--- src/common/engine_pkg.sv ---
// Q8.8 signed operands; every saturation clamps to the signed 16-bit range
package engine_pkg;

	typedef enum logic [2:0] {
		OP_CONV1 = 3'd1,
		OP_CONV3 = 3'd2,
		OP_CONVP = 3'd3,
		OP_MPOOL = 3'd4,
		OP_APOOL = 3'd5
	} op_t;

	localparam int WORD_W     = 16;
	localparam int ACC_W      = 40;
	localparam int FRAC_BITS  = 8;
	localparam int CONV_LANES = 4;
	localparam int LANE_W     = 3;
	localparam int FIFO_DEPTH = 32;
	localparam int COUNT_W    = 16;

	// Signed word limits, widened to the accumulator
	localparam logic signed [ACC_W-1:0] SAT_MAX = ACC_W'((1 << (WORD_W - 1)) - 1);
	localparam logic signed [ACC_W-1:0] SAT_MIN = -SAT_MAX - ACC_W'(1);

	function automatic logic [WORD_W-1:0] sat_word(input logic signed [ACC_W-1:0] value);
		logic [WORD_W-1:0] clamped;
		if (value > SAT_MAX)
			clamped = SAT_MAX[WORD_W-1:0];
		else if (value < SAT_MIN)
			clamped = SAT_MIN[WORD_W-1:0];
		else
			clamped = value[WORD_W-1:0];
		return clamped;
	endfunction

endpackage

--- src/hdl/operand_fifo.sv ---
// Pushes while full are dropped; pop_data updates one cycle after a pop on a non-empty FIFO
`timescale 1ns/1ps

module operand_fifo
	import engine_pkg::*;
(
	input  logic              clk,
	input  logic              rst,
	input  logic              push,
	input  logic [WORD_W-1:0] push_data,
	input  logic              pop,
	output logic [WORD_W-1:0] pop_data,
	output logic              empty,
	output logic              full
);

	localparam int PTR_W = $clog2(FIFO_DEPTH);

	logic [WORD_W-1:0] mem [FIFO_DEPTH];
	logic [PTR_W-1:0]  wr_ptr;
	logic [PTR_W-1:0]  rd_ptr;
	logic [PTR_W:0]    count;
	logic              do_push;
	logic              do_pop;

	assign empty   = (count == '0);
	assign full    = (count == (PTR_W+1)'(FIFO_DEPTH));
	assign do_push = push && !full;
	assign do_pop  = pop && !empty;

	always_ff @(posedge clk or posedge rst) begin
		if (rst) begin
			wr_ptr <= '0;
			rd_ptr <= '0;
			count  <= '0;
		end else begin
			if (do_push)
				wr_ptr <= wr_ptr + 1'b1;
			if (do_pop)
				rd_ptr <= rd_ptr + 1'b1;
			if (do_push && !do_pop)
				count <= count + 1'b1;
			else if (do_pop && !do_push)
				count <= count - 1'b1;
		end
	end

	// Storage and read register
	always_ff @(posedge clk) begin
		if (do_push)
			mem[wr_ptr] <= push_data;
		if (do_pop)
			pop_data <= mem[rd_ptr];
	end

endmodule

--- config.mk ---
export PLATFORM = sky130hd
export DESIGN_NAME = operand_fifo
export DESIGN_NICKNAME = d
export VERILOG_FILES = /design/src/common/engine_pkg.sv /design/src/hdl/operand_fifo.sv
export SDC_FILE = /design/constraint.sdc
export NUM_CORES = 1
export LEC_CHECK = 0
export BUFFER_PORTS_ARGS = -buffer_cell sky130_fd_sc_hd__buf_2
export CELL_PAD_IN_SITES_DETAIL_PLACEMENT = 0
export CELL_PAD_IN_SITES_GLOBAL_PLACEMENT = 1
export CORE_ASPECT_RATIO = 1.25
export CORE_MARGIN = 4
export CORE_UTILIZATION = 35
export DETAILED_ROUTE_END_ITERATION = 10
export PLACE_DENSITY = 0.53
export REMOVE_ABC_BUFFERS = 1
export SKIP_LAST_GASP = 1
export SYNTH_ARGS = -nofsm -noshare
export SYNTH_HDL_FRONTEND = slang
export SYNTH_SLANG_ARGS = --single-unit
--- constraint.sdc ---
create_clock -name clk -period 2.6 [get_ports clk]
set_input_delay 0.26 -clock clk [delete_from_list [all_inputs] [get_ports clk]]
set_output_delay 0.26 -clock clk [all_outputs]
set_load 0.05 [all_outputs]
* After elaboration in Yosys (flattened, before gate mapping) *
Memory sizes are Yosys's and may differ from the RTL's. A register that Yosys moved wholly into a read port is not among the register bits.
Cells that the tools add are included.

storage, ports and cells
  memories kept = 1
  register bits = 16
  logic and storage cells = 23
  bits in writable memories = 512
  bits of input ports = 20
  output and inout bits = 18

memory list
  memory  words  width  read ports  clocked after memory_dff  write ports  RTL line            RTL
  mem     32     16     1           1                         1            operand_fifo.sv:19  logic [WORD_W-1:0] mem [FIFO_DEPTH];

cells by class
  reduce and logical (&&, ||, !) cells = 10
  mux-type cells = 4
  $add $sub $neg = 4
  eq/ne operators = 1

operator list
  kind                   count
  $mux W6                2
  $add A5 B1 Y5 const B  2
  $add A6 B1 Y6 const B  1
  $eq A6 B6 Y1 const B   1
  $logic_not A6 Y1       1
  $sub A6 B1 Y6 const B  1
  $logic_and A1 B1 Y1    4
  $logic_not A1 Y1       4
  $mux W1                2
  $reduce_bool A2 Y1     1

* Logic depth before layout (Yosys ltp) *
Gate-level depths: netlist of run 1.

  depth after elaboration = 7
  mapped depth = 10

* Least setup slack after synthesis of run 1 *
No wires, ideal clock.

  path type = reg-to-reg
  start = register count[2]
  end = register count[5]
  arrival = 2549 ps
  clock period less this slack = 2635 ps
  cell stages (with the launch flop) = 11
  path slack = -35 ps
  path through = dfrtp_1 > or4_1 > o31a_1 > buf_2 > ha_1 > inv_1 > ha_1 > a211oi_1 > a21oi_1 > o21a_1 > nor3_1

between the ends
  word-level cells in the longest chain between the ends = 6

RTL lines
  what                                 RTL line            RTL
  from (decl)                          operand_fifo.sv:22  logic [PTR_W:0] count;
  from (signal assigned)               operand_fifo.sv:42  count <= count + 1'b1;
  from (signal assigned)               operand_fifo.sv:44  count <= count - 1'b1;
  $eq A6 B6 Y1 (*)                     operand_fifo.sv:27  assign full = (count == (PTR_W+1)'(FIFO_DEPTH));
  $logic_not A1 Y1 (*)                 operand_fifo.sv:28  assign do_push = push && !full;
  $logic_and A1 B1 Y1 (*)              operand_fifo.sv:28
  named net do_push                    operand_fifo.sv:23  logic do_push;
  $logic_not A1 Y1                     operand_fifo.sv:43  else if (do_pop && !do_push)
  $logic_and A1 B1 Y1                  operand_fifo.sv:43
  $reduce_bool A2 Y1 (no source line)  -

The timed path passes the listed nets; every way through them passes the cells marked *. The select of a mux whose other input is x is not followed.
A chain may end at the register's enable or synchronous reset.

* Final worst setup path of run 1 *
  start = register count[1]
  end = memory mem[28][2], enable pin

between the ends
  word-level cells in the longest chain between the ends = 5

RTL lines
  what                           RTL line            RTL
  $eq A6 B6 Y1                   operand_fifo.sv:27
  $logic_not A1 Y1               operand_fifo.sv:28
  $logic_and A1 B1 Y1            operand_fifo.sv:28
  $mux W1                        operand_fifo.sv:50  if (do_push)
  $mux W1 (not written as such)  operand_fifo.sv:51  mem[wr_ptr] <= push_data;
  to (decl)                      operand_fifo.sv:19

Every way passes these cells.

==> key figures, run 1 <==
Timing
  – Slew at the pin closest to its max-slew limit: around 1.2 ns
  – Final Max Tran Viols: 0
  – Top achievable clock speed: between 0.3 and 0.4 GHz
  – Slack of the critical path: -0.0001048 ns
  – Number of hold-slack violations in the final timing report: 0
  – Share of the cycle needed by the critical path after routing: 100.0%
  – Setup repair after global routing missed its margin: yes
  – Clock skew: roughly 0.018 ns
  – Post-layout minimum cycle time: 2.600 ns
  – Slew HR: around a fifth
  – Number of endpoints failing setup at the final stage: 1
  – Worst hold slack: roughly 0.19 ns

Worst setup path
  – Max incr delay on CP: 0.54 ns
  – Critical R2R Capture: mem[28][2]
  – Crit path capture type: flip-flop
  – Highest-delay cell along the critical path: or4_4
  – Startpoint type of the worst setup path: flip-flop
  – Cell seen most often among critical-path stages: buf_4
  – Buf+Inv Stages, Crit Path: 4
  – Depth of the most critical reg-to-reg path: 8
  – Reg2Reg Launch Point: count[1]
  – Path type of the worst setup path: flip-flop to flip-flop
  – Required time reported for the critical path endpoint: between 2 and 3 ns
  – Dominant delay contributor by cell family on the critical path: simple AND/OR/NAND/NOR gates
  – Crit. path cell count: 8
  – Worst Setup SP: count[1]
  – Worst Path Arrival: 2.91 ns
  – Worst reg2reg setup slack: -0.0001 ns
  – Critical path, cell by cell: or4_4, o31a_1, buf_4, buf_4, nand2_1, buf_4, nor2_2, buf_4
  – Crit-path max FO: 16
  – End of the critical path: mem[28][2]

Job
  – Max capacitance violation total: 0

Routing
  – Number of design-rule violations left by the first detailed-router iteration: about 740
  – Number of remaining DRC errors: 0
  – DR WL/cell: 27.20 um
  – Final antenna-violating net count: 0
  – Vias/cell: 5.256
  – Detailed Routing Iterations Pass 1: 4
  – Detailed-route via count: about 10,000
  – DRT Wirelength: ~53,000 um

GRT
  – Largest net degree at the start of global routing: 33
  – Wire length of the first global-routing pass: ~77,000 um
  – Global-route usage over all layers: between 10% and 20%
  – Initial antenna violation count: 2
  – Number of global-route vias before repair: between 10,000 and 15,000
  – Congestion Overflow GR: 0

Yosys
  – Part of the Yosys area used for sequential elements: just under 80%
  – Adder-Cell Fraction of Synth Area: less than 1%
  – Top FF cell, synth: edfxtp_1
  – Synthesized netlist cell count: 997
  – Dominant combinational cell family by area after synthesis: multiplexers
  – Mean Syn Cell Area: 21.16 um2
  – Multiplexer share of the synthesized area: roughly 14%
  – Area leader, netlist: edfxtp_1
  – Async set or reset register ratio after synthesis: 2.941%
  – Number of flops mapped to enable cells by yosys: roughly 530
  – Synthesized-area fraction occupied by xor and xnor cells: 0.4567%
  – Area share of the largest cell type after synthesis: approximately three quarters
  – Number of distinct library cells after synthesis: 47
  – Total of flip-flops plus latches after synthesis: roughly 540
  – Number of warnings printed during yosys synthesis: 0
  – Post-Syn Area: between 20,000 and 25,000 um2
  – Area fraction in compound gates after synthesis: under 10%
  – Leading cell types by total area after synthesis: edfxtp_1 (75%), mux4_2 (8.3%), mux2i_1 (3.1%)
  – Simple-gate area share of the yosys netlist: 1.679%

Placed design
  – IO Port Bufs: 37
  – Last weighted congestion value of the routability-driven placer: just over 0.7
  – Detail Placement HPWL: between 30,000 and 40,000 um
  – Place WS: -0.5368 ns

Floorplan
  – Standard cell core area: 59,680 um2
  – Number of I/O pins: 38
  – Die boundary height: 282.5 um
  – Die area: ~64,000 um2
  – Die width: 227.6 um
  – Number of standard-cell rows in the floorplan: 100
  – Initial Utilization: between 30% and 40%

CTS
  – Number of levels the H-tree was split into: 2
  – Maximum number of buffers from clock root to sink: 3
  – TritonCTS sink count: around 540
  – Number of buffers added by the clock tree synthesis step: between 50 and 60
  – Clock slew at reported path FFs: approximately 0.060 ns
  – Clock tree root buffer cell: clkbuf_16
  – CTS tree: built
  – Latest clock arrival within the worst-skew pair: 0.60 ns

Finish
  – Final standard cell utilization of the core: between 40% and 50%
  – Number of nets in the final layout: 1,179
  – Area grow syn2layout: 17.59%
  – Fraction of layout instances using a drive strength above 1: 30.30%
  – Number of antenna repair diodes: 0
  – Number of filler cells placed in the layout: roughly 5,200

Hold path
  – Hold WC Path Type: input pin to flip-flop

Status
  – Failing checks: negative setup slack
  – Status: complete, but fails checks

Pwr
  – Cell Pwr Density: approximately 1100 nW/um2
  – Peak ir drop on the vdd network: about 0.45 mV
  – Cell leakage power: between 8 and 9 nW
metal layers:
metal,wire (um),GRT usage (%)
met4,1033,3.865
met5,13,0
met3,1881,2.699
met1,22630,22.36
met2,27480,28.81
synthesized netlist by cell type (all sizes together), types with 11 or more instances:
| cell | count |
|---|---|
| a21oi | 33 |
| o22ai | 15 |
| a2111oi | 15 |
| ha | 11 |
| o221ai | 16 |
| nor2 | 38 |
| mux4 | 96 |
| clkbuf | 24 |
| nand2 | 13 |
| a22o | 16 |
| buf | 31 |
| mux2i | 66 |
| edfxtp | 528 |
| dfrtp | 16 |
| a22oi | 16 |
logic make-up after synthesis:
family,after synthesis
adders and majority gates,12
and+or+nand+nor,76
DFF,544
AOI/OAI and AO/OA,126
muxes,163
xor gates and xnor gates,11
buffers and inverters,65
worst min path at each step:
stage / startpoint / to / cells after the start
6_report: push_data[14] / mem[14][14] / 1
5_1_grt: push_data[14] / mem[26][14] / 1
4_1_cts: push_data[14] / mem[26][14] / 1
3_5_place_dp: rst / count[4] / 2
3_3_place_gp: rst / count[4] / 2
2_1_floorplan: rst / count[0] / 1
sequential cells by signal (all words and copies together) (netlist names):
register and cells:
rd_ptr 5, mem 512, wr_ptr 5, pop_data 16, count 6
report_power, final:
part / switching [mW] / internal [mW] / total, mW
clock network: 3.13 / 3.96 / 7.08
registers: 0.610 / 10.5 / 11.1
logic: 4.87 / 3.87 / 8.74
metrics by stage:
| stage | TNS [ns] | area (um2) | power, mW | std cells |
|---|---|---|---|---|
| 2_1_floorplan | -88.13 | 20780 | 15.41 | 942 |
| 3_3_place_gp | -1.267 | 23020 | 19.92 | 1847 |
| 3_5_place_dp | -1.236 | 23020 | 19.93 | 1847 |
| 4_1_cts | -0.4403 | 24670 | 27.18 | 1944 |
| 5_1_grt | -12.16 | 24810 | 28.26 | 1950 |
| 6_report | -0.0001048 | 24810 | 26.97 | 1950 |
layout make-up:
cell class              instances  area, um2  share of cell area, %
well taps                     765      957.2                  3.859
repair buffers                149       1261                  5.084
multi-input cells             388       4715                  19.01
flip-flops and latches        544      16270                  65.57
clock buffers                  73       1444                  5.821
clock inverters                21      125.1                 0.5044
inverters                      10      37.54                 0.1513
cell usage in the layout (no fill, tap or decap), types with 9 or more instances in the layout:
cell,n
a22o_1,16
xnor2_1,9
mux2i_1,66
nor2_1,9
clkinv_1,9
a21oi_1,32
o221ai_1,16
clkinv_2,9
buf_2,37
buf_12,18
nor2_2,24
dfrtp_1,12
buf_4,92
a22oi_1,16
nand2_1,12
mux4_2,78
o22ai_1,15
clkbuf_1,18
edfxtp_1,528
clkbuf_16,55
a2111oi_2,11
mux4_1,18
timing repair:
action                                 CTS  global route
hold buffers                             1             0
setup endpoints to repair                8           184
endpoints found under the hold margin   16             0
gates resized for setup                  7            16
buffers inserted                         2             6
pin swaps                                1             4
Power figures use the tool's default switching activity.
==> run 2: changes to the inputs <==
--- a/config.mk
+++ b/config.mk
@@ -5,7 +5,7 @@
 export SDC_FILE = /design/constraint.sdc
 export NUM_CORES = 1
 export LEC_CHECK = 0
-export BUFFER_PORTS_ARGS = -buffer_cell sky130_fd_sc_hd__buf_2
+export BUFFER_PORTS_ARGS = -buffer_cell sky130_fd_sc_hd__buf_4
 export CELL_PAD_IN_SITES_DETAIL_PLACEMENT = 0
 export CELL_PAD_IN_SITES_GLOBAL_PLACEMENT = 1
 export CORE_ASPECT_RATIO = 1.25
==> key figures, run 2 (same netlist as run 1, synthesis figures left out) <==
Finish
  – Leading registers by flop count: mem (512), pop_data (16), count (6)
  – Flip-flop count of the largest register, all copies and words added: approximately 510
  – Register with the highest flop count: mem
  – Number of antenna repair diodes: 0
  – Commonest non-fill, non-tap cell in the layout: edfxtp_1
  – Fraction of layout instances using a drive strength above 1: a little under 30%
  – Area grow syn2layout: 18.23%
  – Number of nets in the final layout: roughly 1,200
  – Most used cells in the layout excluding fill and tap cells: edfxtp_1 (528), buf_4 (121), mux4_2 (78)

Worst setup path
  – Dominant delay contributor by cell family on the critical path: buffers and inverters
  – Max incr delay on CP: 0.55 ns
  – Cell seen most often among critical-path stages: buf_12
  – Reg2Reg Launch Point: rd_ptr[0]
  – Required time reported for the critical path endpoint: around 2.9 ns
  – Critical path, cell by cell: buf_12, buf_12, mux4_2, a2111oi_4, buf_4, a21oi_1
  – Critical R2R Capture: pop_data[12]
  – Startpoint type of the worst setup path: flip-flop
  – Crit path capture type: flip-flop
  – Buf+Inv Stages, Crit Path: 3
  – Worst reg2reg setup slack: ~0.071 ns
  – Path type of the worst setup path: flip-flop to flip-flop
  – Crit-path max FO: 19
  – Highest-delay cell along the critical path: mux4_2
  – Worst Path Arrival: 2.85 ns
  – Depth of the most critical reg-to-reg path: 6

Timing
  – Top achievable clock speed: approximately 0.40 GHz
  – Number of endpoints failing setup at the final stage: 0
  – Slew at the pin closest to its max-slew limit: between 1 and 1.5 ns
  – Share of the cycle needed by the critical path after routing: roughly 97%
  – Setup repair after global routing missed its margin: yes
  – Slew HR: 19.87%
  – Clock skew: 0.01509 ns
  – Number of hold-slack violations in the final timing report: 0
  – Post-layout minimum cycle time: approximately 2.5 ns
  – Final Max Tran Viols: 0
  – Total Neg Setup Slack: 0 ns

Routing
  – Detailed Routing Iterations Pass 1: 4
  – DRT Wirelength: ~52,000 um
  – Number of remaining DRC errors: 0
  – Vias/cell: between 5 and 6
  – DR WL/cell: ~27 um
  – Detailed-route via count: approximately 10,000
  – Number of design-rule violations left by the first detailed-router iteration: a little over 700
  – Final antenna-violating net count: 0

Floorplan
  – Die area: ~64,000 um2
  – Standard cell core area: approximately 60,000 um2
  – Die boundary height: around 280 um
  – Number of I/O pins: 38
  – Number of standard-cell rows in the floorplan: 100
  – Die width: ~230 um
  – Initial Utilization: about 35%

GRT
  – Largest net degree at the start of global routing: 33
  – Congestion Overflow GR: 0
  – Initial antenna violation count: 0
  – Wire length of the first global-routing pass: 76,410 um
  – Number of global-route vias before repair: 10,870
  – Global-route usage over all layers: roughly 16%

Placed design
  – Detail Placement HPWL: between 30,000 and 40,000 um
  – Last weighted congestion value of the routability-driven placer: around 0.73
  – IO Port Bufs: 37

Hold path
  – Hold Path Origin: push_data[2]
  – Worst hold path cell count: 1
  – Worst hold path endpoint: mem[2][2]
  – Hold WC Path Type: input pin to flip-flop

Pwr
  – Cell Pwr Density: roughly 1100 nW/um2
  – Total power: approximately 28 mW
  – Peak ir drop on the vdd network: between 0.5 and 0.6 mV
  – Cell leakage power: between 8 and 9 nW

Status
  – Status: completed

Job
  – Max capacitance violation total: 0

CTS
  – Clock slew at reported path FFs: roughly 0.06 ns
  – Clock tree root buffer cell: clkbuf_16
  – TritonCTS sink count: about 540
  – Maximum number of buffers from clock root to sink: 3
  – CTS tree: built
  – Number of levels the H-tree was split into: 2
  – Number of buffers added by the clock tree synthesis step: 55
  – Latest clock arrival within the worst-skew pair: just under 0.6 ns
[run 2: cell count changes in the layout (fill, tap and decap cells not counted), moves of 3 or more]
cell       change
buf_4         +29
bufinv_16      +5
clkinv_1       +4
buf_12         -3
clkinv_2       -7
buf_2         -37
clkbuf_8       +4
nor2_4         -3
nor2_2         +4
[run 2: report_power, final]
part / internal [mW] / switching (mW) / leakage [nW]
logic: 3.78 / 4.78 / 2.36
registers: 10.5 / 0.539 / 4.96
clock network: 4.71 / 3.19 / 0.869
[run 2: final cells by class]
class,count,area [um2]
multi-input combinational,388,4636
inverter,10,40.04
tap,765,957.2
clock inverter,23,255.2
clock buffer,78,1545
fill,5179,34740
sequential,544,16270
timing repair buffer,139,1241
[run 2: per-layer routing]
layer / track usage, % / vias up / wire length (um)
met4: 4.454 / 0 / 1258
met3: 2.543 / 74 / 1870
met1: 21.06 / 5442 / 21650
li1: - / 4475 / -
met2: 28.94 / 191 / 27030
met5: 0 / - / 0
[run 2: metrics by stage]
step | std cells | area (um2) | util, % | hold WS (ns) | setup slack, ns
6_report | 1947 | 24940 | 41.79 | 0.09218 | 0.07080
5_1_grt | 1947 | 24940 | 41.79 | 0.08015 | -0.04717
3_5_place_dp | 1844 | 23060 | 38.64 | 0.4436 | -0.04341
3_3_place_gp | 1844 | 23060 | 38.64 | 0.4430 | -0.02140
4_1_cts | 1947 | 24900 | 41.73 | 0.05742 | 0.01323
2_1_floorplan | 942 | 20780 | - | 0.1737 | -4.533
[run 2: worst reg2reg max path, cell delays in order, from the launching register on]
cell       delay, ns
dfrtp_4         0.54
buf_12          0.25
buf_12          0.22
mux4_2          0.56
a2111oi_4       0.44
buf_4           0.19
a21oi_1         0.06
[run 2: worst max path at each step]
stage	start	endpoint	slack, ns	cells after the start
finish	rd_ptr[0]	pop_data[12]	0.07	6
global route	count[1]	count[4]	-0.05	10
CTS	count[1]	count[3]	0.01	11
detailed placement	count[1]	count[4]	-0.04	9
global placement	rd_ptr[0]	pop_data[12]	-0.02	6
floorplan	rd_ptr[0]	pop_data[14]	-4.53	4
[run 2: repair_timing]
action | CTS | global route
pin swaps | 1 | 3
endpoints found under the setup margin | 4 | 33
gates cloned | 0 | 0
hold buffers | 1 | 0
gates resized for setup | 5 | 10
endpoints found under the hold margin | 16 | 0
buffers inserted | 1 | 0
