[config.mk]
export PLATFORM = sky130hd
export DESIGN_NAME = engine
export DESIGN_NICKNAME = d
export VERILOG_FILES = /design/src/common/engine_pkg.sv /design/src/hdl/cmac.sv /design/src/hdl/pool_unit.sv /design/src/engine/engine_ctrl.sv /design/src/engine/engine.sv
export SDC_FILE = /design/constraint.sdc
export NUM_CORES = 2
export LEC_CHECK = 0
export BUFFER_PORTS_ARGS = -buffer_cell sky130_fd_sc_hd__buf_2
export CORE_MARGIN = 2
export CORE_UTILIZATION = 55
export DETAILED_ROUTE_END_ITERATION = 10
export HOLD_SLACK_MARGIN = 0.03
export PLACE_DENSITY = 0.72
export SETUP_SLACK_MARGIN = 0.5
export SLEW_MARGIN = 20
export SYNTH_ARGS = -nofsm -noshare
export SYNTH_HDL_FRONTEND = slang
export SYNTH_SLANG_ARGS = --single-unit
export TNS_END_PERCENT = 5
[constraint.sdc]
create_clock -name clk -period 27.2 [get_ports clk]
set_input_delay 1.36 -clock clk [delete_from_list [all_inputs] [get_ports clk]]
set_output_delay 1.36 -clock clk [all_outputs]
set_load 0.01 [all_outputs]
[src/common/engine_pkg.sv]
// Q8.8 signed operands; every saturation clamps to the signed 16-bit range
package engine_pkg;

	typedef enum logic [2:0] {
		OP_CONV1 = 3'd1,
		OP_CONV3 = 3'd2,
		OP_CONVP = 3'd3,
		OP_MPOOL = 3'd4,
		OP_APOOL = 3'd5
	} op_t;

	localparam int WORD_W     = 16;
	localparam int ACC_W      = 40;
	localparam int FRAC_BITS  = 8;
	localparam int CONV_LANES = 4;
	localparam int LANE_W     = 3;
	localparam int FIFO_DEPTH = 32;
	localparam int COUNT_W    = 16;

	// Signed word limits, widened to the accumulator
	localparam logic signed [ACC_W-1:0] SAT_MAX = ACC_W'((1 << (WORD_W - 1)) - 1);
	localparam logic signed [ACC_W-1:0] SAT_MIN = -SAT_MAX - ACC_W'(1);

	function automatic logic [WORD_W-1:0] sat_word(input logic signed [ACC_W-1:0] value);
		logic [WORD_W-1:0] clamped;
		if (value > SAT_MAX)
			clamped = SAT_MAX[WORD_W-1:0];
		else if (value < SAT_MIN)
			clamped = SAT_MIN[WORD_W-1:0];
		else
			clamped = value[WORD_W-1:0];
		return clamped;
	endfunction

endpackage

[src/hdl/cmac.sv]
// Signed Q8.8 inputs; clear wins over acc_en and the result saturates to 16 bits
`timescale 1ns/1ps

module cmac
	import engine_pkg::*;
(
	input  logic              clk,
	input  logic              rst,
	input  logic              clear,
	input  logic              acc_en,
	input  logic [WORD_W-1:0] data,
	input  logic [WORD_W-1:0] weight,
	output logic [WORD_W-1:0] result
);

	logic signed [ACC_W-1:0] acc;
	logic signed [ACC_W-1:0] product;
	logic signed [ACC_W-1:0] scaled;

	// Full-precision product, sign extended to the accumulator
	assign product = $signed(data) * $signed(weight);

	always_ff @(posedge clk or posedge rst) begin
		if (rst) begin
			acc <= '0;
		end else if (clear) begin
			acc <= '0;
		end else if (acc_en) begin
			acc <= acc + product;
		end
	end

	// Back to Q8.8
	assign scaled = acc >>> FRAC_BITS;
	assign result = sat_word(scaled);

endmodule

[src/hdl/pool_unit.sv]
// Max mode keeps the largest signed word; sum mode saturates only on the output
`timescale 1ns/1ps

module pool_unit
	import engine_pkg::*;
(
	input  logic              clk,
	input  logic              rst,
	input  logic              clear,
	input  logic              acc_en,
	input  logic              mode_max,
	input  logic [WORD_W-1:0] data,
	output logic [WORD_W-1:0] result
);

	logic signed [ACC_W-1:0] acc;
	logic signed [ACC_W-1:0] data_ext;
	logic                    have_word;

	assign data_ext = $signed(data);

	always_ff @(posedge clk or posedge rst) begin
		if (rst) begin
			acc       <= '0;
			have_word <= 1'b0;
		end else if (clear) begin
			acc       <= '0;
			have_word <= 1'b0;
		end else if (acc_en) begin
			have_word <= 1'b1;
			if (mode_max) begin
				// First word taken as is
				if (!have_word || data_ext > acc)
					acc <= data_ext;
			end else begin
				acc <= acc + data_ext;
			end
		end
	end

	// A stored maximum is always in range, so one clamp serves both modes
	assign result = sat_word(acc);

endmodule

[src/engine/engine_ctrl.sv]
// Unknown op codes or op_num of zero finish with done only; start is ignored while busy
`timescale 1ns/1ps

module engine_ctrl
	import engine_pkg::*;
(
	input  logic                  clk,
	input  logic                  rst,
	input  logic                  start,
	input  op_t                   op_type,
	input  logic [COUNT_W-1:0]    op_num,
	input  logic                  empty_d0,
	input  logic                  empty_w0,
	input  logic                  empty_d1,
	input  logic                  empty_w1,
	output logic                  rd_d0,
	output logic                  rd_w0,
	output logic                  rd_d1,
	output logic                  rd_w1,
	output logic                  clear,
	output logic [CONV_LANES-1:0] acc_en_0,
	output logic [CONV_LANES-1:0] acc_en_1,
	output logic                  pool_en,
	output logic                  pool_max,
	output logic [LANE_W-1:0]     sel,
	output logic                  result_valid,
	output logic [LANE_W-1:0]     result_lane,
	output logic                  done,
	output logic                  busy
);

	typedef enum logic [2:0] {
		S_IDLE,
		S_CONV,
		S_POOL,
		S_WRITEBACK,
		S_FINISH
	} state_t;

	state_t                state;
	op_t                   op_r;
	logic [COUNT_W-1:0]    num_r;
	logic [LANE_W-1:0]     lane_cnt;
	logic [COUNT_W-1:0]    round_cnt;
	logic                  last_issued;
	logic                  need_p0;
	logic                  need_p1;
	logic                  conv_ok;
	logic                  conv_fire;
	logic                  pool_fire;
	logic                  last_round;
	logic                  op_known;
	logic [CONV_LANES-1:0] lane_onehot;
	logic [LANE_W-1:0]     first_lane;
	logic [LANE_W-1:0]     last_lane;

	assign need_p0 = (op_r == OP_CONV3) || (op_r == OP_CONVP);
	assign need_p1 = (op_r == OP_CONV1) || (op_r == OP_CONVP);

	// Both FIFOs of every port in use must hold a word
	assign conv_ok = !(need_p0 && (empty_d0 || empty_w0)) &&
		!(need_p1 && (empty_d1 || empty_w1));
	assign conv_fire = (state == S_CONV) && !last_issued && conv_ok;
	assign pool_fire = (state == S_POOL) && !last_issued && !empty_d0;

	assign rd_d0 = (conv_fire && need_p0) || pool_fire;
	assign rd_w0 = conv_fire && need_p0;
	assign rd_d1 = conv_fire && need_p1;
	assign rd_w1 = conv_fire && need_p1;

	assign last_round  = (round_cnt == num_r - COUNT_W'(1));
	assign lane_onehot = {{(CONV_LANES-1){1'b0}}, 1'b1} << lane_cnt;
	assign busy        = (state != S_IDLE) || done;

	always_comb begin
		case (op_type)
			OP_CONV1, OP_CONV3, OP_CONVP, OP_MPOOL, OP_APOOL: op_known = 1'b1;
			default: op_known = 1'b0;
		endcase
	end

	// Write-back span for the latched op
	always_comb begin
		first_lane = (op_r == OP_CONV1) ? LANE_W'(CONV_LANES) : '0;
		case (op_r)
			OP_CONV3: last_lane = LANE_W'(CONV_LANES - 1);
			OP_CONV1, OP_CONVP: last_lane = LANE_W'(2 * CONV_LANES - 1);
			default: last_lane = '0;
		endcase
	end

	always_ff @(posedge clk or posedge rst) begin
		if (rst) begin
			state        <= S_IDLE;
			op_r         <= OP_CONV1;
			num_r        <= '0;
			lane_cnt     <= '0;
			round_cnt    <= '0;
			last_issued  <= 1'b0;
			clear        <= 1'b0;
			acc_en_0     <= '0;
			acc_en_1     <= '0;
			pool_en      <= 1'b0;
			pool_max     <= 1'b0;
			sel          <= '0;
			result_valid <= 1'b0;
			result_lane  <= '0;
			done         <= 1'b0;
		end else begin
			clear        <= 1'b0;
			// Lane enables line up with the word leaving the FIFO
			acc_en_0     <= (conv_fire && need_p0) ? lane_onehot : '0;
			acc_en_1     <= (conv_fire && need_p1) ? lane_onehot : '0;
			pool_en      <= pool_fire;
			result_valid <= (state == S_WRITEBACK);
			result_lane  <= sel;
			done         <= (state == S_FINISH);

			if (conv_fire) begin
				if (lane_cnt == LANE_W'(CONV_LANES - 1)) begin
					lane_cnt  <= '0;
					round_cnt <= round_cnt + 1'b1;
					if (last_round)
						last_issued <= 1'b1;
				end else begin
					lane_cnt <= lane_cnt + 1'b1;
				end
			end
			if (pool_fire) begin
				round_cnt <= round_cnt + 1'b1;
				if (last_round)
					last_issued <= 1'b1;
			end

			case (state)
				S_IDLE: begin
					if (start && !busy) begin
						op_r        <= op_type;
						num_r       <= op_num;
						pool_max    <= (op_type == OP_MPOOL);
						lane_cnt    <= '0;
						round_cnt   <= '0;
						last_issued <= 1'b0;
						clear       <= 1'b1;
						if (!op_known || op_num == '0)
							state <= S_FINISH;
						else if (op_type == OP_MPOOL || op_type == OP_APOOL)
							state <= S_POOL;
						else
							state <= S_CONV;
					end
				end
				// The last enable is in flight once last_issued is set
				S_CONV, S_POOL: begin
					if (last_issued) begin
						sel   <= first_lane;
						state <= S_WRITEBACK;
					end
				end
				S_WRITEBACK: begin
					if (sel == last_lane)
						state <= S_FINISH;
					else
						sel <= sel + 1'b1;
				end
				S_FINISH: state <= S_IDLE;
				default: state <= S_IDLE;
			endcase
		end
	end

endmodule

[src/engine/engine.sv]
// Bank 0 holds lanes 0 to 3 on port 0, bank 1 lanes 4 to 7 on port 1
`timescale 1ns/1ps

module engine
	import engine_pkg::*;
(
	input  logic               clk,
	input  logic               rst,
	input  logic               start,
	input  op_t                op_type,
	input  logic [COUNT_W-1:0] op_num,
	input  logic [WORD_W-1:0]  data_0,
	input  logic [WORD_W-1:0]  weight_0,
	input  logic [WORD_W-1:0]  data_1,
	input  logic [WORD_W-1:0]  weight_1,
	input  logic               empty_d0,
	input  logic               empty_w0,
	input  logic               empty_d1,
	input  logic               empty_w1,
	output logic               rd_d0,
	output logic               rd_w0,
	output logic               rd_d1,
	output logic               rd_w1,
	output logic               result_valid,
	output logic [WORD_W-1:0]  result_data,
	output logic [LANE_W-1:0]  result_lane,
	output logic               done,
	output logic               busy
);

	logic                  clear;
	logic [CONV_LANES-1:0] acc_en_0;
	logic [CONV_LANES-1:0] acc_en_1;
	logic                  pool_en;
	logic                  pool_max;
	logic [LANE_W-1:0]     sel;
	logic [WORD_W-1:0]     lane_res [2*CONV_LANES];
	logic [WORD_W-1:0]     pool_res;
	logic                  pool_mode;

	engine_ctrl u_ctrl (
		.clk(clk), .rst(rst), .start(start), .op_type(op_type), .op_num(op_num),
		.empty_d0(empty_d0), .empty_w0(empty_w0), .empty_d1(empty_d1), .empty_w1(empty_w1),
		.rd_d0(rd_d0), .rd_w0(rd_w0), .rd_d1(rd_d1), .rd_w1(rd_w1),
		.clear(clear), .acc_en_0(acc_en_0), .acc_en_1(acc_en_1),
		.pool_en(pool_en), .pool_max(pool_max), .sel(sel),
		.result_valid(result_valid), .result_lane(result_lane), .done(done), .busy(busy)
	);

	for (genvar i = 0; i < CONV_LANES; i++) begin : g_bank0
		cmac u_mac (
			.clk(clk), .rst(rst), .clear(clear), .acc_en(acc_en_0[i]),
			.data(data_0), .weight(weight_0), .result(lane_res[i])
		);
	end

	for (genvar i = 0; i < CONV_LANES; i++) begin : g_bank1
		cmac u_mac (
			.clk(clk), .rst(rst), .clear(clear), .acc_en(acc_en_1[i]),
			.data(data_1), .weight(weight_1), .result(lane_res[CONV_LANES + i])
		);
	end

	pool_unit u_pool (
		.clk(clk), .rst(rst), .clear(clear), .acc_en(pool_en),
		.mode_max(pool_max), .data(data_0), .result(pool_res)
	);

	// Lane 0 reports the pooling unit once a pooling op has fed it
	always_ff @(posedge clk or posedge rst) begin
		if (rst)
			pool_mode <= 1'b0;
		else if (clear)
			pool_mode <= 1'b0;
		else if (pool_en)
			pool_mode <= 1'b1;
	end

	// Registered with result_valid in the controller
	always_ff @(posedge clk) begin
		result_data <= pool_mode ? pool_res : lane_res[sel];
	end

endmodule

# == Word level (Yosys, flattened, before mapping) ==
# Index checks and enable logic that the tools add are counted.
# word_totals
register_bits,438
latch_bits,0
mem_bits_rw,0
romBits,0
in_bits,90
out_inout_bits,26
wordCells,205
memories,0
# classes
addsub,13
multipliers,2
div,0
order_cmp,20
eq_ne,20
shift,1
muxes,76
n_bitwise,1
reduce_logical,46
# op_table
cell,count
$mux W40,20
$mux W16,26
$add A40 B32 Y40,8
$gt A32 B16 Y1 const B,8
$lt A32 B16 Y1 const B,8
$mul A16 B16 Y32,2
$bmux W16 S3,1
$add A40 B16 Y40,1
$gt A16 B40 Y1,1
$gt A40 B16 Y1 const B,1
$lt A40 B16 Y1 const B,1
$mux W3,11
$eq A3 B2 Y1 const B,7
$reduce_bool A2 Y1,10
$add A16 B1 Y16 const B,1
$eq A16 B16 Y1,1
$logic_not A16 Y1,1
$sub A16 B1 Y16 const B,1
$mux W1,12
$pmux W3 S2,2
$logic_and A1 B1 Y1,10
$eq A3 B1 Y1 const B,3
$eq A3 B3 Y1 const B,3
$logic_or A1 B1 Y1,9
other kinds (18),31

# == Depth between registers and ports, before layout ==
# logic_depth
depth_word,11
ltp_mapped,38
ltp_nobuf,37

# == Cells and area by module ==
# A second synthesis with hierarchy kept.
# unflattened
hier_cells,13552
area_unflattened_um2,124647.0
# modules_own_cells
module,instances,cells_per_inst,area_per_inst_um2,seq_area_each_um2
cmac (g_bank0[1].u_mac ...),2,1543,14368.8,1001.0
cmac (g_bank1[0].u_mac ...),2,1528,14327.5,1001.0
cmac (g_bank1[3].u_mac),1,1571,14401.3,1001.0
cmac (g_bank0[0].u_mac),1,1539,14302.5,1001.0
cmac (g_bank0[3].u_mac),1,1533,14209.9,1001.0
cmac (g_bank1[2].u_mac),1,1514,14137.3,1001.0
pool_unit,1,703,5154.9,1026.0
engine_ctrl,1,381,3377.0,1527.7
engine,1,169,1671.6,345.3

# == Worst setup path after synthesis ==
# No wires, ideal clock.
# synth_path
kind,in2reg
start,input port data_0[15]
end,register g_bank0[0].u_mac.acc[39]
setup_time_ps,119
t_arrival_ps,9418
required_time_ps,27081
setup_slack_ps,17663
path_stages,30
n_path_buf,2
cell_sequence,clkbuf_1 nand2_1 fa_1 inv_1 fa_1 fa_1 fa_1 fa_1 inv_1 fa_1 inv_1 ha_1 a21oi_1 nor2b_1 o21ai_0 nand2b_1 and3_1 a2111oi_0 o211ai_2 ha_1 clkbuf_1 a21o_1 a21o_1 a21oi_1 o221ai_1 a21o_1 a21oi_1 xnor2_1 and3_1 o21a_1
# synth_between
elab_chain_len,4
# synth_rtl
element,line_no,rtl
start: declaration,engine.sv:12,"input logic [WORD_W-1:0] data_0,"
$mul A16 B16 Y32,cmac.sv:21,assign product = $signed(data) * $signed(weight);
$add A40 B32 Y40,cmac.sv:29,acc <= acc + product;
$mux W40,cmac.sv:28,end else if (acc_en) begin
$mux W40,cmac.sv:26,end else if (clear) begin
end signal: assignment,cmac.sv:29,
end: declaration,cmac.sv:16,logic signed [ACC_W-1:0] acc;
# Every way passes these cells. The select of a mux whose other input is x is not followed.
# A chain may end at the register's enable or synchronous reset.

# == Worst setup path in the final report ==
# layout_path
start,input port data_0[15]
end,register g_bank0[0].u_mac.acc[34]
# Same word-level chain as after synthesis.

==> results.tsv <==
metric	value	unit
status	complete, no violations	
critical path data required time	27.78	ns
Wirelength per Cell	18.6	microns
Crit path depth	34	
maximum number of pins on one net before global-route repair	146	
clock buffer count from CTS	56	
crit path time final	10.64	ns
Worst Hold Launch	u_ctrl.op_r[0]	
EDFF count, synth	0	
syn nets	7971	
setup TNS	0	ns
num rows	119	
HPWL after DPL	117000	microns
die area	0.108	sq mm
first-pass GRT wire length	252000	microns
Nets	7950	
Netlist cell types	100	
Worst-path clk slew	0.06	ns
Chip Width	329	microns
Buffers on Ports	115	
I/O pin total	116	
path depth of the worst reg2reg path	13	
Max Clock Freq	94.0	MHz
DR pass1 iterations	6	
yosys warns	0	
Final Hold Vio Count	0	
post-layout util	0.589	
Crit-path slowest cell	buf_4	
CTS max path bufs	3	
initial core utilization	0.553	
Mapped Area	0.0579	sq mm
HP Class	flip-flop to flip-flop	
Crit path largest cell delay	0.57	ns
Placement Cell Area	0.0597	sq mm
CTS tree	yes	
Mapped Cells	6778	
Initial DRC Count	3527	
critical path fanouts, max	66	
Worst Max-Slew Pin Slew	1.10	ns
most frequent cells in the layout	821 x inv_1, 697 x nor2_1, 570 x ha_1	
Final Cycle Share	0.391	
Clk Tree Root Cell	clkbuf_16	
RR Startpoint	u_pool.acc[1]	
max-cap viol count	0	
area delta synth->final	6.52	%
Synth Flop Type	dfrtp_1	
Post-CTS Setup Bufs	0	
hold slack final	0.464	ns
DR vias/cell	5.92	
# hold bufs at CTS	0	
Vias	48489	
Critical Path AT	11.22	ns
Routed Antenna Nets	0	
Crit. End Element	flip-flop	
final wirelength	152000	microns
later-pin clock latency in the skew report	0.69	ns
initial antenna violation count	3	
core area	0.105	sq mm
critical path buffer and inverter count	7	
asr flop ratio synth	0.963	
kind of critical path	input pin to flip-flop	
r2r endpoint	u_pool.acc[2]	
overall global routing resource usage	0.286	
CP endpoint	g_bank0[0].u_mac.acc[34]	
GPL Wtd Cong	0.918	
GRT Residual Overflow	0	
critical path startpoint	data_0[15]	
final setup violation count	0	
Max Slew Vio Count	0	
CP top delay family	adder cells	
leading cell type in the layout, fill and taps excluded	inv_1	
Resized cells post-CTS	0	
RSZ-0062 raised after global routing	false	
Die Span Y	329	microns
Worst Clk Skew	0.0584	ns
H-tree levels	2	
mean post-synth cell area	8.55	sq um
Yosys reg bits	438	
Seq/Total Area, Yosys	0.188	
final instance area	0.0617	sq mm
clk sinks	438	
Slew headroom	0.256	
FF-to-FF setup slack	23.02	ns
drc violations	0	
Critical Path Source Type	input pin	
vias in the first global route	48108	
share of cells above drive strength 1	0.0478	
most used cell along the critical path	fa_1	
worst min-delay path, cell delays in order, from the launching register on:
cell and delay (ns):
dfstp_2 0.37, nand2_1 0.05, nand2_1 0.04
worst min path at each step:
stage	slack [ns]	to	cells past startpoint
2_1_floorplan	0.38	u_ctrl.result_lane[1]	0
3_3_place_gp	0.46	u_ctrl.op_r[0]	2
3_5_place_dp	0.46	u_ctrl.op_r[0]	2
4_1_cts	0.47	u_ctrl.op_r[0]	2
5_1_grt	0.49	u_ctrl.op_r[0]	2
6_report	0.46	u_ctrl.op_r[0]	2
metrics by stage:
step           instances  worst slack, ns
2_1_floorplan       6778            14.09
3_3_place_gp        8090            16.03
3_5_place_dp        8090            15.98
4_1_cts             8191            16.67
5_1_grt             8191            15.77
6_report            8192            16.56
state kept, by name, indices dropped and copies added (netlist names), 4 cells and up:
register / flops
g_bank0.u_mac.acc: 160
g_bank1.u_mac.acc: 160
result_data: 16
u_ctrl.acc_en_0: 4
u_ctrl.acc_en_1: 4
u_ctrl.num_r: 16
u_ctrl.round_cnt: 16
u_pool.acc: 40
logic make-up (layout without fill, tap and decap cells):
group,Yosys count,after routing,synth area share
xor gates and xnor gates,388,388,0.0587
AOI/OAI and AO/OA,1474,1474,0.169
DFF,438,438,0.188
and+or+nand+nor,2087,2087,0.169
buffers and inverters,1067,1089,0.0695
other,0,1,0
adders and majority gates,1103,1103,0.307
muxes,221,221,0.0383
metal layers:
layer | track usage | share of wire | wire [microns]
met1 | 0.417 | 0.47 | 70900
met2 | 0.453 | 0.45 | 68300
met3 | 0.0357 | 0.063 | 9540
met4 | 0.0709 | 0.024 | 3580
met5 | 0 | 0 | 0
synthesized netlist by cell type (all sizes together), types with 13 or more instances:
| cell | count | area, sq um |
|---|---|---|
| o21ai | 252 | 1270 |
| xnor2 | 288 | 2520 |
| a21oi | 421 | 2120 |
| a2111oi | 13 | 134 |
| nor3 | 78 | 395 |
| dfxtp | 16 | 320 |
| fa | 533 | 10700 |
| clkbuf | 203 | 763 |
| and2 | 267 | 1670 |
| o41ai | 17 | 171 |
| o21a | 70 | 526 |
| o221ai | 38 | 333 |
| a21o | 197 | 1480 |
| a21boi | 15 | 113 |
| nand3 | 79 | 395 |
| o211ai | 50 | 385 |
| inv | 824 | 3090 |
| nor4 | 60 | 375 |
| dfrtp | 421 | 10500 |
| a211oi | 59 | 458 |
| ha | 570 | 7130 |
| buf | 38 | 161 |
| xor2 | 100 | 876 |
| and3 | 36 | 230 |
| o22ai | 44 | 275 |
| nand2b | 60 | 375 |
| nand4 | 95 | 594 |
| nand2 | 566 | 2120 |
| mux2i | 218 | 2180 |
| nor2b | 51 | 319 |
| o31ai | 31 | 233 |
| nand3b | 13 | 97.6 |
| a41oi | 23 | 216 |
| o21bai | 66 | 495 |
| nor2 | 698 | 2620 |
| a31oi | 46 | 318 |
| or3 | 32 | 200 |
cell type report:
type | count | area [sq um]
timing repair buffer | 162 | 941
clock inverter | 23 | 377
multi-input combinational | 5273 | 43000
antenna | 1 | 2.50
tap | 1391 | 1740
sequential | 438 | 10900
inverter | 826 | 3110
fill | 9371 | 43100
clock buffer | 78 | 1590
Power is left out: the tool's default activity adds up to more than one toggle a clock period on the data nets, which glitch-free logic cannot reach.
